### src/mapper_pkg.sv
//////////////////////////////////////////////////
// Cartridge mapper shared types and constants
// Widths follow the console 68k bus
//////////////////////////////////////////////////
`default_nettype none

package mapper_pkg;

	//////////////////////////////////////////////////
	// Bus types
	//////////////////////////////////////////////////
	typedef logic [15:0] word_t;     // One bus data word
	typedef logic [22:0] cpu_addr_t; // Console address bits 23..1
	typedef logic [22:0] mem_addr_t; // External memory word address
	typedef logic [4:0]  bank_t;     // 512 KB bank number
	typedef logic [10:0] rom_mask_t; // Size mask over bits 23..13

	localparam int NUM_BANKS = 8;

	typedef bank_t [NUM_BANKS-1:0] bank_file_t;

	//////////////////////////////////////////////////
	// Mapper constants
	//////////////////////////////////////////////////
	// Lowest console address bit of the bank select field
	localparam int BANK_SEL_LSB = 19;

	// Mask bits 23..22, set once the ROM passes 4 MB
	localparam rom_mask_t LARGE_ROM_BITS = 11'b110_0000_0000;

	localparam int APB_ADDR_W = 4; // Page register window

	// Bank k maps to bank k
	function automatic bank_file_t identity_banks();
		bank_file_t b;
		for (int i = 0; i < NUM_BANKS; i++) begin
			b[i] = bank_t'(i);
		end
		return b;
	endfunction

endpackage

`default_nettype wire
### src/rom_bus_if.sv
//////////////////////////////////////////////////
// Memory request bus between mapper clients and arbiter
//////////////////////////////////////////////////
`timescale 1ns/10ps
`default_nettype none

interface rom_bus_if;
	import mapper_pkg::*;

	logic      req;   // Held until ack
	logic      we;    // 1 = write
	mem_addr_t addr;
	word_t     wdata;
	word_t     rdata; // Valid with ack
	logic      ack;   // One cycle

	// Requesting side
	modport client (
		output req,
		output we,
		output addr,
		output wdata,
		input  rdata,
		input  ack
	);

	// Arbiter side
	modport port (
		input  req,
		input  we,
		input  addr,
		input  wdata,
		output rdata,
		output ack
	);

endinterface

`default_nettype wire

### src/mapper_top.sv
//////////////////////////////////////////////////
// Cartridge ROM bank mapper top level
//////////////////////////////////////////////////
`timescale 1ns/10ps
`default_nettype none

module mapper_top (
	input  logic                              clk_sys,
	input  logic                              reset,
	// Download stream
	input  logic                              dl_active,
	input  logic                              dl_wr,
	input  logic [23:0]                       dl_addr,
	input  mapper_pkg::word_t                 dl_data,
	output logic                              dl_wait,
	// Page register window
	input  logic                              psel,
	input  logic                              penable,
	input  logic                              pwrite,
	input  logic [mapper_pkg::APB_ADDR_W-1:0] paddr,
	input  mapper_pkg::bank_t                 pwdata,
	output mapper_pkg::bank_t                 prdata,
	output logic                              pready,
	output logic                              pslverr,
	// CPU ROM reads
	input  logic                              cpu_rd,
	input  mapper_pkg::cpu_addr_t             cpu_addr,
	output mapper_pkg::word_t                 cpu_rdata,
	output logic                              cpu_ready,
	// External memory
	output logic                              mem_rd,
	output logic                              mem_wr,
	output mapper_pkg::mem_addr_t             mem_addr,
	output mapper_pkg::word_t                 mem_wdata,
	input  mapper_pkg::word_t                 mem_rdata,
	input  logic                              mem_ack
);
	import mapper_pkg::*;

	rom_mask_t  rom_mask;
	logic       loading;
	bank_file_t banks;

	rom_bus_if load_bus ();
	rom_bus_if read_bus ();

	rom_loader loader_i (
		.clk_sys  (clk_sys),
		.reset    (reset),
		.dl_active(dl_active),
		.dl_wr    (dl_wr),
		.dl_addr  (dl_addr),
		.dl_data  (dl_data),
		.dl_wait  (dl_wait),
		.load_bus (load_bus.client),
		.rom_mask (rom_mask),
		.loading  (loading)
	);

	bank_regs regs_i (
		.clk_sys (clk_sys),
		.reset   (reset),
		.psel    (psel),
		.penable (penable),
		.pwrite  (pwrite),
		.paddr   (paddr),
		.pwdata  (pwdata),
		.prdata  (prdata),
		.pready  (pready),
		.pslverr (pslverr),
		.rom_mask(rom_mask),
		.loading (loading),
		.banks   (banks)
	);

	rom_addr_map map_i (
		.clk_sys  (clk_sys),
		.reset    (reset),
		.cpu_rd   (cpu_rd),
		.cpu_addr (cpu_addr),
		.cpu_rdata(cpu_rdata),
		.cpu_ready(cpu_ready),
		.banks    (banks),
		.rom_mask (rom_mask),
		.read_bus (read_bus.client)
	);

	mem_port_arb arb_i (
		.clk_sys  (clk_sys),
		.reset    (reset),
		.load_bus (load_bus.port),
		.read_bus (read_bus.port),
		.mem_rd   (mem_rd),
		.mem_wr   (mem_wr),
		.mem_addr (mem_addr),
		.mem_wdata(mem_wdata),
		.mem_rdata(mem_rdata),
		.mem_ack  (mem_ack)
	);

endmodule

`default_nettype wire

### src/mem_port_arb.sv
//////////////////////////////////////////////////
// External memory port arbiter
// Loader first, one command in flight
//////////////////////////////////////////////////
`timescale 1ns/10ps
`default_nettype none

module mem_port_arb (
	input  logic                  clk_sys,
	input  logic                  reset,
	rom_bus_if.port               load_bus,
	rom_bus_if.port               read_bus,
	output logic                  mem_rd,
	output logic                  mem_wr,
	output mapper_pkg::mem_addr_t mem_addr,
	output mapper_pkg::word_t     mem_wdata,
	input  mapper_pkg::word_t     mem_rdata,
	input  logic                  mem_ack
);
	import mapper_pkg::*;

	typedef enum logic {
		ST_IDLE,
		ST_BUSY
	} state_t;

	state_t    state;
	logic      gnt_load; // Owner of the current command
	logic      ack_q;
	word_t     rdata_q;
	logic      take;
	logic      sel_we;
	mem_addr_t sel_addr;
	word_t     sel_wdata;

	// Client holds req through its ack cycle, so skip that cycle
	assign take = (state == ST_IDLE) & ~ack_q & (load_bus.req | read_bus.req);

	assign sel_we = load_bus.req ? load_bus.we : read_bus.we;
	assign sel_addr = load_bus.req ? load_bus.addr : read_bus.addr;
	assign sel_wdata = load_bus.req ? load_bus.wdata : read_bus.wdata;

	//////////////////////////////////////////////////
	// Grant FSM
	//////////////////////////////////////////////////
	always_ff @(posedge clk_sys) begin
		if (reset) begin
			state <= ST_IDLE;
			gnt_load <= 1'b0;
			ack_q <= 1'b0;
			mem_rd <= 1'b0;
			mem_wr <= 1'b0;
		end else begin
			ack_q <= 1'b0;
			case (state)
				ST_IDLE: if (take) begin
					gnt_load <= load_bus.req;
					mem_rd <= ~sel_we;
					mem_wr <= sel_we;
					state <= ST_BUSY;
				end
				ST_BUSY: if (mem_ack) begin
					mem_rd <= 1'b0;
					mem_wr <= 1'b0;
					ack_q <= 1'b1;
					state <= ST_IDLE;
				end
				default: state <= ST_IDLE;
			endcase
		end
	end

	// Command and read word
	always_ff @(posedge clk_sys) begin
		if (take) begin
			mem_addr <= sel_addr;
			mem_wdata <= sel_wdata;
		end
		if (state == ST_BUSY && mem_ack) begin
			rdata_q <= mem_rdata;
		end
	end

	assign load_bus.ack = ack_q & gnt_load;
	assign read_bus.ack = ack_q & ~gnt_load;
	assign load_bus.rdata = rdata_q;
	assign read_bus.rdata = rdata_q;

endmodule

`default_nettype wire

### src/rom_addr_map.sv
//////////////////////////////////////////////////
// CPU ROM read translator
// Maps CPU reads through the banks and size mask
//////////////////////////////////////////////////
`timescale 1ns/10ps
`default_nettype none

module rom_addr_map (
	input  logic                   clk_sys,
	input  logic                   reset,
	input  logic                   cpu_rd,
	input  mapper_pkg::cpu_addr_t  cpu_addr,
	output mapper_pkg::word_t      cpu_rdata,
	output logic                   cpu_ready,
	input  mapper_pkg::bank_file_t banks,
	input  mapper_pkg::rom_mask_t  rom_mask,
	rom_bus_if.client              read_bus
);
	import mapper_pkg::*;

	logic [2:0] bank_idx;
	mem_addr_t  mapped;
	logic       start;

	// cpu_addr index is console bit minus one
	assign bank_idx = cpu_addr[BANK_SEL_LSB+1:BANK_SEL_LSB-1];

	// Bank replaces bits 23..19, mask wraps small images
	assign mapped = {banks[bank_idx], cpu_addr[BANK_SEL_LSB-2:0]} & {rom_mask, 12'hfff};

	// cpu_rd stays up during the ready cycle
	assign start = cpu_rd & ~read_bus.req & ~cpu_ready;

	assign read_bus.we = 1'b0;
	assign read_bus.wdata = '0;

	always_ff @(posedge clk_sys) begin
		if (reset) begin
			read_bus.req <= 1'b0;
			cpu_ready <= 1'b0;
		end else begin
			cpu_ready <= 1'b0;
			if (read_bus.req) begin
				if (read_bus.ack) begin
					read_bus.req <= 1'b0;
					cpu_ready <= 1'b1; // One-cycle pulse
				end
			end else if (start) begin
				read_bus.req <= 1'b1;
			end
		end
	end

	// Address and returned word
	always_ff @(posedge clk_sys) begin
		if (start) begin
			read_bus.addr <= mapped;
		end
		if (read_bus.ack) begin
			cpu_rdata <= read_bus.rdata;
		end
	end

endmodule

`default_nettype wire

### src/bank_regs.sv
//////////////////////////////////////////////////
// Bank register set behind an APB slave
// Eight 5-bit banks, writable only on large ROMs
//////////////////////////////////////////////////
`timescale 1ns/10ps
`default_nettype none

module bank_regs (
	input  logic                                clk_sys,
	input  logic                                reset,
	input  logic                                psel,
	input  logic                                penable,
	input  logic                                pwrite,
	input  logic [mapper_pkg::APB_ADDR_W-1:0]   paddr,
	input  mapper_pkg::bank_t                   pwdata,
	output mapper_pkg::bank_t                   prdata,
	output logic                                pready,
	output logic                                pslverr,
	input  mapper_pkg::rom_mask_t               rom_mask,
	input  logic                                loading,
	output mapper_pkg::bank_file_t              banks
);
	import mapper_pkg::*;

	localparam int IDX_W = $clog2(NUM_BANKS);

	logic [IDX_W-1:0] idx;
	logic             access;
	logic             large_rom;
	logic             reject;
	logic             wr_ok;

	//////////////////////////////////////////////////
	// APB decode
	//////////////////////////////////////////////////
	assign idx = paddr[IDX_W:1]; // Word-aligned page registers
	assign access = psel & penable; // Access phase

	// Banking only makes sense past 4 MB
	assign large_rom = |(rom_mask & LARGE_ROM_BITS);

	// Bank 0 is fixed to keep the vectors in place
	assign reject = ~large_rom | (idx == '0) | loading;

	assign wr_ok = access & pwrite & ~reject;

	// Zero wait states
	assign pready = 1'b1;
	assign pslverr = access & pwrite & reject;

	// Readback is always allowed
	assign prdata = banks[idx];

	//////////////////////////////////////////////////
	// Register file
	//////////////////////////////////////////////////
	always_ff @(posedge clk_sys) begin
		if (reset || loading) begin
			banks <= identity_banks(); // Flat mapping during a download
		end else if (wr_ok) begin
			banks[idx] <= pwdata;
		end
	end

endmodule

`default_nettype wire

### src/rom_loader.sv
//////////////////////////////////////////////////
// ROM download loader
// Byte-swaps the 16-bit download into memory writes,
// stalls the host and learns the ROM size mask
//////////////////////////////////////////////////
`timescale 1ns/10ps
`default_nettype none

module rom_loader (
	input  logic                  clk_sys,
	input  logic                  reset,
	input  logic                  dl_active,
	input  logic                  dl_wr,
	input  logic [23:0]           dl_addr,
	input  mapper_pkg::word_t     dl_data,
	output logic                  dl_wait,
	rom_bus_if.client             load_bus,
	output mapper_pkg::rom_mask_t rom_mask,
	output logic                  loading
);

	logic pending; // Write waiting for its ack
	logic take;

	// Host only strobes while dl_wait is low
	assign take = dl_active & dl_wr & ~pending;

	assign dl_wait = pending;
	assign load_bus.req = pending;
	assign load_bus.we = 1'b1; // Loader only writes

	//////////////////////////////////////////////////
	// Control
	//////////////////////////////////////////////////
	always_ff @(posedge clk_sys) begin
		if (reset) begin
			pending <= 1'b0;
			rom_mask <= '0;
			loading <= 1'b0;
		end else begin
			loading <= dl_active;

			if (take) begin
				pending <= 1'b1;
				// Word at address 0 starts a new image
				if (dl_addr == '0) begin
					rom_mask <= '0;
				end else begin
					rom_mask <= rom_mask | dl_addr[23:13];
				end
			end else if (load_bus.ack) begin
				pending <= 1'b0; // Host released next cycle
			end
		end
	end

	//////////////////////////////////////////////////
	// Write payload
	//////////////////////////////////////////////////
	always_ff @(posedge clk_sys) begin
		if (take) begin
			load_bus.addr <= dl_addr[23:1]; // Byte to word address
			// Download stream is little endian
			load_bus.wdata <= {dl_data[7:0], dl_data[15:8]};
		end
	end

endmodule

`default_nettype wire

### config.mk
export PLATFORM = sky130hd
export DESIGN_NAME = mapper_top
export DESIGN_NICKNAME = d
export VERILOG_FILES = /design/src/mapper_pkg.sv /design/src/rom_bus_if.sv /design/src/mapper_top.sv /design/src/mem_port_arb.sv /design/src/rom_addr_map.sv /design/src/bank_regs.sv /design/src/rom_loader.sv
export SDC_FILE = /design/constraint.sdc
export NUM_CORES = 1
export LEC_CHECK = 0
export ABC_AREA = 1
export ABC_CLOCK_PERIOD_IN_PS = 2100
export BUFFER_PORTS_ARGS = -buffer_cell sky130_fd_sc_hd__buf_4
export CAP_MARGIN = 10
export CORE_ASPECT_RATIO = 1.75
export CORE_MARGIN = 2
export CORE_UTILIZATION = 28
export DETAILED_ROUTE_END_ITERATION = 7
export SLEW_MARGIN = 10
export SYNTH_ARGS = -nofsm -noshare
export SYNTH_HDL_FRONTEND = slang
export SYNTH_SLANG_ARGS = --single-unit
export TNS_END_PERCENT = 50
### constraint.sdc
create_clock -name clk_sys -period 2.1 [get_ports clk_sys]
set_input_delay 0.21 -clock clk_sys [delete_from_list [all_inputs] [get_ports clk_sys]]
set_output_delay 0.21 -clock clk_sys [all_outputs]
set_load 0.05 [all_outputs]
==> impl_metrics.py, run 1 <==
metrics = {
    "status": {
        "status": "completed",
    },
    "die": {
        "die_w_um": 131,
        "rows": 81,
        "boundaryPins": 163,
        "initial_core_util_pct": 28.3,
        "core_um2": 27800,
        "die_height_um": 226,
        "die-area_um2": 29500,
    },
    "placed_design": {
        "dpl.hpwl_mm": 13.8,
        "placed_cell_area_um2": 9470,
        "place_congestion": 0.874,
        "dpl.cell_count": 1299,
        "port_buffers": 158,
    },
    "routing": {
        "remaining_drc_errors": 0,
        "final_antenna_net_count": 0,
        "via_per_inst": 4.18,
        "dr_total_vias": 5877,
        "wirelength_mm": 19.6,
        "firstDrtPassIters": 4,
        "drt_iter0_drc": 176,
        "wl_per_cell_um": 14.0,
    },
    "clock_network": {
        "cts_hold_buffers": 73,
        "cts_resized": 0,
        "cts-buffers-inserted": 17,
        "clockBufferDepth": 2,
        "htree_levels": 4,
        "cts.sinks": 193,
        "path_clk_slew_ns": 0.07,
        "insertion_delay_ns": 0.44,
        "cts_tree": "built",
        "cts_setup_buffers": 0,
        "cts_root_buf": "clkbuf_16",
    },
    "sta": {
        "fin_crit_sh_pct": 85.2,
        "timing.fmax_ghz": 0.559,
        "hold_viol_final": 0,
        "slew_viol_final": 0,
        "skew_ns": 0.00907,
        "worst_pin_slew_ns": 0.620,
        "max-slew-margin-rel_pct": 58.6,
        "rsz0062_at_grt": "false",
        "setup_viol": 0,
        "fin_crit_ns": 1.79,
        "fin_setup_tns_ns": 0,
    },
    "global_route": {
        "antenna_found_initial": 3,
        "grt_max_degree": 32,
        "grt_pass1_vias": 5875,
        "grt_pass1_wl_mm": 29.9,
        "grt_usage_pct": 13.7,
        "overflow": 0,
    },
    "pwr": {
        "powerDensity_nw_per_um2": 805,
        "p_leak_nw": 4.86,
        "fin_total_pwr_w": 0.00866,
        "irDropWorstVdd_mv": 0.594,
    },
    "worst_setup_path": {
        "slowest_delay_ns": 0.32,
        "critPathRequiredTime_ns": 1.89,
        "worst-path-stages": 4,
        "worstSetupStartpoint": "loader_i.rom_mask[10]",
        "path_buf_inv": 1,
        "reg2reg_slack_ns": 0.61,
        "critPathSlowestCell": "dfxtp_1",
        "worstPathCellList": "nor2_1, nor2_8, a21boi_0, buf_4",
        "critical_path.top_delay_family": "simple AND/OR/NAND/NOR gates",
        "endpoint_kind": "output port",
        "rr_worst_depth": 6,
        "critPathMaxFanout": 8,
        "crit_end": "pslverr",
        "worstPathArrival_ns": 1.58,
        "rr_startpoint": "loader_i.dl_wait",
        "r2r-end": "loader_i.rom_mask[6]",
        "start_kind": "register",
        "worstSetupPathType": "register to output port",
    },
    "synth": {
        "synth.top_cells.by_area": "edfxtp_1 51%, dfxtp_1 15%, nand2_1 12%",
        "postSynthCellCount": 783,
        "syn_nets": 880,
        "ys_seq_area_share_pct": 66.0,
        "synth_cell_types": 30,
        "yosysWarnings": 0,
        "synth-seq-cells": 193,
        "yosysTopAreaCell": "edfxtp_1",
        "synth_top_area_share_pct": 50.8,
        "synth_area_per_cell_um2": 10.0,
        "syn_area_um2": 7870,
    },
    "layout": {
        "drive_gt1_share_pct": 21.6,
        "area_growth_pct": 36.9,
        "final_common_cell": "nand2_1",
        "final_cell_mix": "242 x nand2_1, 166 x buf_4, 133 x edfxtp_1",
        "fin_cells": 1407,
        "stdcell_area_um2": 10800,
        "final_nets": 1115,
    },
    "worst_hold_path": {
        "min_path_type": "input port to register",
        "whs_path_depth": 3,
    },
    "run": {
        "cap_viol_max_count": 0,
    },
}
## power by group
| group | internal, W | total, W | switching (W) |
|---|---|---|---|
| Sequential | 0.00428 | 0.00434 | 0.0000579 |
| Combinational | 0.000424 | 0.00121 | 0.000782 |
| Clock | 0.00165 | 0.00312 | 0.00147 |
| Total | 0.00636 | 0.00866 | 0.00230 |
## worst min path at each step
stage,startpoint,endpoint,slack [ns]
final,dl_active,loader_i.loading,0.03
after global routing,pwdata[2],regs_i.banks[27],0.04
after CTS,dl_active,loader_i.loading,0.003
after detailed placement,cpu_addr[10],map_i.read_bus.addr[10],0.39
after global placement,dl_data[5],loader_i.load_bus.wdata[13],0.39
after floorplan,mem_rdata[0],arb_i.load_bus.rdata[0],0.31
## metrics by stage
stage | hold slack [ns] | setup WS (ns) | util [%]
3_5_place_dp | 0.389 | 0.434 | 34.1
2_1_floorplan | 0.309 | 0.0487 | -
5_1_grt | 0.0413 | 0.238 | 38.8
4_1_cts | 0.00299 | 0.263 | 38.7
6_report | 0.0261 | 0.311 | 38.8
3_3_place_gp | 0.388 | 0.444 | 34.1
## logic make-up (layout without fill, tap and decap cells)
kind of cell	count (synthesis)	count (layout)	share of synthesized area (%)
AOI/OAI and AO/OA	73	73	5.30
buffers and inverters	138	386	7.24
DFF	193	193	66.0
other	1	4	0.0477
and+or+nand+nor	378	378	21.4
## cells in the mapped netlist
cell      count
and2_0        1
dfxtp_1      60
buf_4         3
conb_1        1
a21oi_1      19
nor2_4        3
nand3_1      23
nor3_1        1
nor3b_1       1
edfxtp_1    133
buf_2         8
inv_1       106
clkinv_1      3
o22ai_1       5
o21ai_0      31
o21bai_1      4
nor2_8        3
a21boi_0      1
buf_6         4
nor2_2        2
nand2_1     242
inv_2         5
nor2_1       91
nand2_4       3
nand3_2       1
clkbuf_1      8
nand4_4       7
a21o_1        7
buf_1         1
o211ai_1      6
## worst reg2reg max path: cells and delay by family (launching register included)
| kind | cells | cell delay, ns |
|---|---|---|
| and+or+nand+nor | 6 | 1.01 |
| DFF | 1 | 0.37 |
## metal layers
| layer | vias to the layer above | wire length, µm | track usage (%) |
|---|---|---|---|
| met5 | - | 0 | 0 |
| met4 | 0 | 599 | 7.17 |
| met2 | 163 | 10800 | 25.5 |
| met1 | 2709 | 7250 | 13.8 |
| met3 | 31 | 983 | 3.08 |
| li1 | 2974 | - | - |
## sequential cells by signal (all words and copies together), names as in the netlist
| register | cells |
|---|---|
| arb_i.load_bus.rdata | 16 |
| map_i.read_bus.req | 1 |
| loader_i.load_bus.addr | 23 |
| loader_i.load_bus.wdata | 16 |
| arb_i.mem_wdata | 16 |
| arb_i.mem_rd | 1 |
| loader_i.rom_mask | 11 |
| map_i.read_bus.addr | 23 |
| arb_i.mem_addr | 23 |
| map_i.cpu_ready | 1 |
| loader_i.loading | 1 |
| loader_i.dl_wait | 1 |
| map_i.cpu_rdata | 16 |
| arb_i.gnt_load | 1 |
| arb_i.state | 1 |
| arb_i.mem_wr | 1 |
| arb_i.ack_q | 1 |
| regs_i.banks | 40 |
## layout make-up
| cell class | instances | area (µm²) |
|---|---|---|
| Tap cell | 373 | 467 |
| Timing Repair Buffer | 240 | 2000 |
| Clock inverter | 14 | 133 |
| Fill cell | 2788 | 17000 |
| Multi-Input combinational cell | 452 | 2110 |
| Sequential cell | 193 | 5200 |
| Clock buffer | 18 | 429 |
| Inverter | 114 | 428 |
| Antenna cell | 3 | 7.51 |
Note: power is estimated with default switching activity, not from simulation.
==> run 2, diff against run 1 <==
- CORE_ASPECT_RATIO: 1.75 -> 1.25
- MAX_ROUTING_LAYER: unset -> met4
==> run 2 against run 1 <==
  * Clock-buffer cell count decreased by 1
  * Die area fell by 0.15%
  * Routed wire length decreased by 4.0%
  * Core utilization shrank 0.11 points
  * Hold slack improved by 0.0039 ns
  * Sequential power hardly changed
  * Total power is 0.14% lower
  * Critical endpoint unchanged
  * Clock power hardly changed
  * Via count is 1.2% lower
  * Worst setup slack got worse by 0.053 ns
  * Highest routed layer unchanged
==> impl_metrics.py, run 2 (same netlist as run 1, synthesis figures left out) <==
metrics = {
    "die": {
        "rows": 68,
        "die_w_um": 154,
        "core_um2": 27700,
        "boundaryPins": 163,
        "die_height_um": 191,
        "initial_core_util_pct": 28.5,
        "die-area_um2": 29500,
    },
    "global_route": {
        "antenna_found_initial": 0,
        "grt_usage_pct": 13.5,
        "grt_pass1_wl_mm": 29.5,
        "grt_max_degree": 43,
        "grt_pass1_vias": 5597,
        "overflow": 0,
    },
    "worst_setup_path": {
        "critPathRequiredTime_ns": 1.89,
        "worstSetupPathType": "register to output port",
        "rr_startpoint": "loader_i.dl_wait",
        "critPathMaxFanout": 8,
        "endpoint_kind": "output port",
        "worstPathArrival_ns": 1.63,
        "start_kind": "register",
        "worstSetupStartpoint": "loader_i.rom_mask[10]",
        "rr_worst_depth": 7,
    },
    "layout": {
        "drive_gt1_share_pct": 21.7,
        "stdcell_area_um2": 10700,
        "largest_reg_flops": 40,
        "final_nets": 1109,
        "final_cell_mix": "242 x nand2_1, 163 x buf_4, 133 x edfxtp_1",
        "regMostFlops": "regs_i.banks",
        "antennaDiodeCount": 0,
        "fin_cells": 1375,
        "area_growth_pct": 35.9,
        "final_common_cell": "nand2_1",
    },
    "placed_design": {
        "dpl.hpwl_mm": 13.0,
        "place_congestion": 0.819,
        "placed_cell_area_um2": 9440,
        "preCtsSetupSlack_ns": 0.332,
        "port_buffers": 158,
        "dpl.cell_count": 1274,
    },
    "clock_network": {
        "insertion_delay_ns": 0.44,
        "cts_setup_buffers": 0,
        "htree_levels": 4,
        "cts.sinks": 193,
        "cts_tree": "built",
        "clockBufferDepth": 2,
        "cts-buffers-inserted": 17,
        "path_clk_slew_ns": 0.07,
        "cts_root_buf": "clkbuf_16",
    },
    "pwr": {
        "irDropWorstVdd_mv": 0.484,
        "p_leak_nw": 4.85,
        "powerDensity_nw_per_um2": 809,
        "fin_total_pwr_w": 0.00865,
    },
    "sta": {
        "rsz0062_at_grt": "false",
        "fin_setup_tns_ns": 0,
        "setup_viol": 0,
        "worst_pin_slew_ns": 0.634,
        "hold_viol_final": 0,
        "skew_ns": 0.0170,
        "setup_slack_ns": 0.258,
        "max-slew-margin-rel_pct": 57.7,
        "slew_viol_final": 0,
        "fin_crit_sh_pct": 87.7,
        "timing.fmax_ghz": 0.543,
        "fin_crit_ns": 1.84,
    },
    "worst_hold_path": {
        "whs_path_depth": 3,
        "hold_start": "cpu_addr[12]",
        "min_path_type": "input port to register",
    },
    "routing": {
        "dr_total_vias": 5806,
        "final_antenna_net_count": 0,
        "drt_iter0_drc": 403,
        "wirelength_mm": 18.8,
        "remaining_drc_errors": 0,
        "via_per_inst": 4.22,
        "wl_per_cell_um": 13.7,
        "firstDrtPassIters": 5,
    },
    "status": {
        "status": "completed",
    },
    "run": {
        "cap_viol_max_count": 0,
    },
}
==> run 2: layout make-up <==
cell class / count / area (µm²)
inverters: 114 / 428
repair buffers: 234 / 1950
well taps: 350 / 438
multi-input cells: 452 / 2110
clock inverters: 15 / 140
fillers: 2675 / 17000
flip-flops and latches: 193 / 5200
clock buffers: 17 / 425
==> run 2: metrics by stage <==
step / hold WS (ns) / utilization, %
global route: 0.0203 / 38.7
finish: 0.0301 / 38.7
CTS: 0.00404 / 38.7
floorplan: 0.309 / -
global placement: 0.389 / 34.1
detailed placement: 0.389 / 34.1
==> run 2: what timing repair did <==
action / in CTS / in global routing
hold buffers: 69 / 0
hold endpoints to repair: 69 / 0
gates resized for setup: 0 / 0
endpoints found under the setup margin: 0 / 0
==> run 2: power breakdown <==
part           leakage (nW)  internal [W]  switching, W
Sequential             1.74       0.00428     0.0000607
Clock                 0.272       0.00157       0.00155
Combinational          2.83      0.000421      0.000771
Total                  4.85       0.00627       0.00238
==> run 2: worst max-delay path: stages, from the launching register on <==
cell	delay, ns
dfxtp_1	0.34
nor2_1	0.29
nor2_8	0.12
a21boi_0	0.21
buf_4	0.23
==> run 2: routing by layer <==
layer | track usage (%) | up-vias | share of wire, %
met5 | - | - | 0
met4 | 4.42 | 0 | 1.3
met3 | 3.02 | 14 | 5.0
met2 | 22.9 | 170 | 50
met1 | 15.9 | 2668 | 44
li1 | - | 2954 | -
==> run 2: final timing paths <==
check / end / slack [ns]
worst min register to register: map_i.cpu_rdata[8] / 0.42
worst max register to register: arb_i.mem_rd / 0.38
worst min-delay path: map_i.read_bus.addr[12] / 0.03
worst max-delay path: pslverr / 0.26
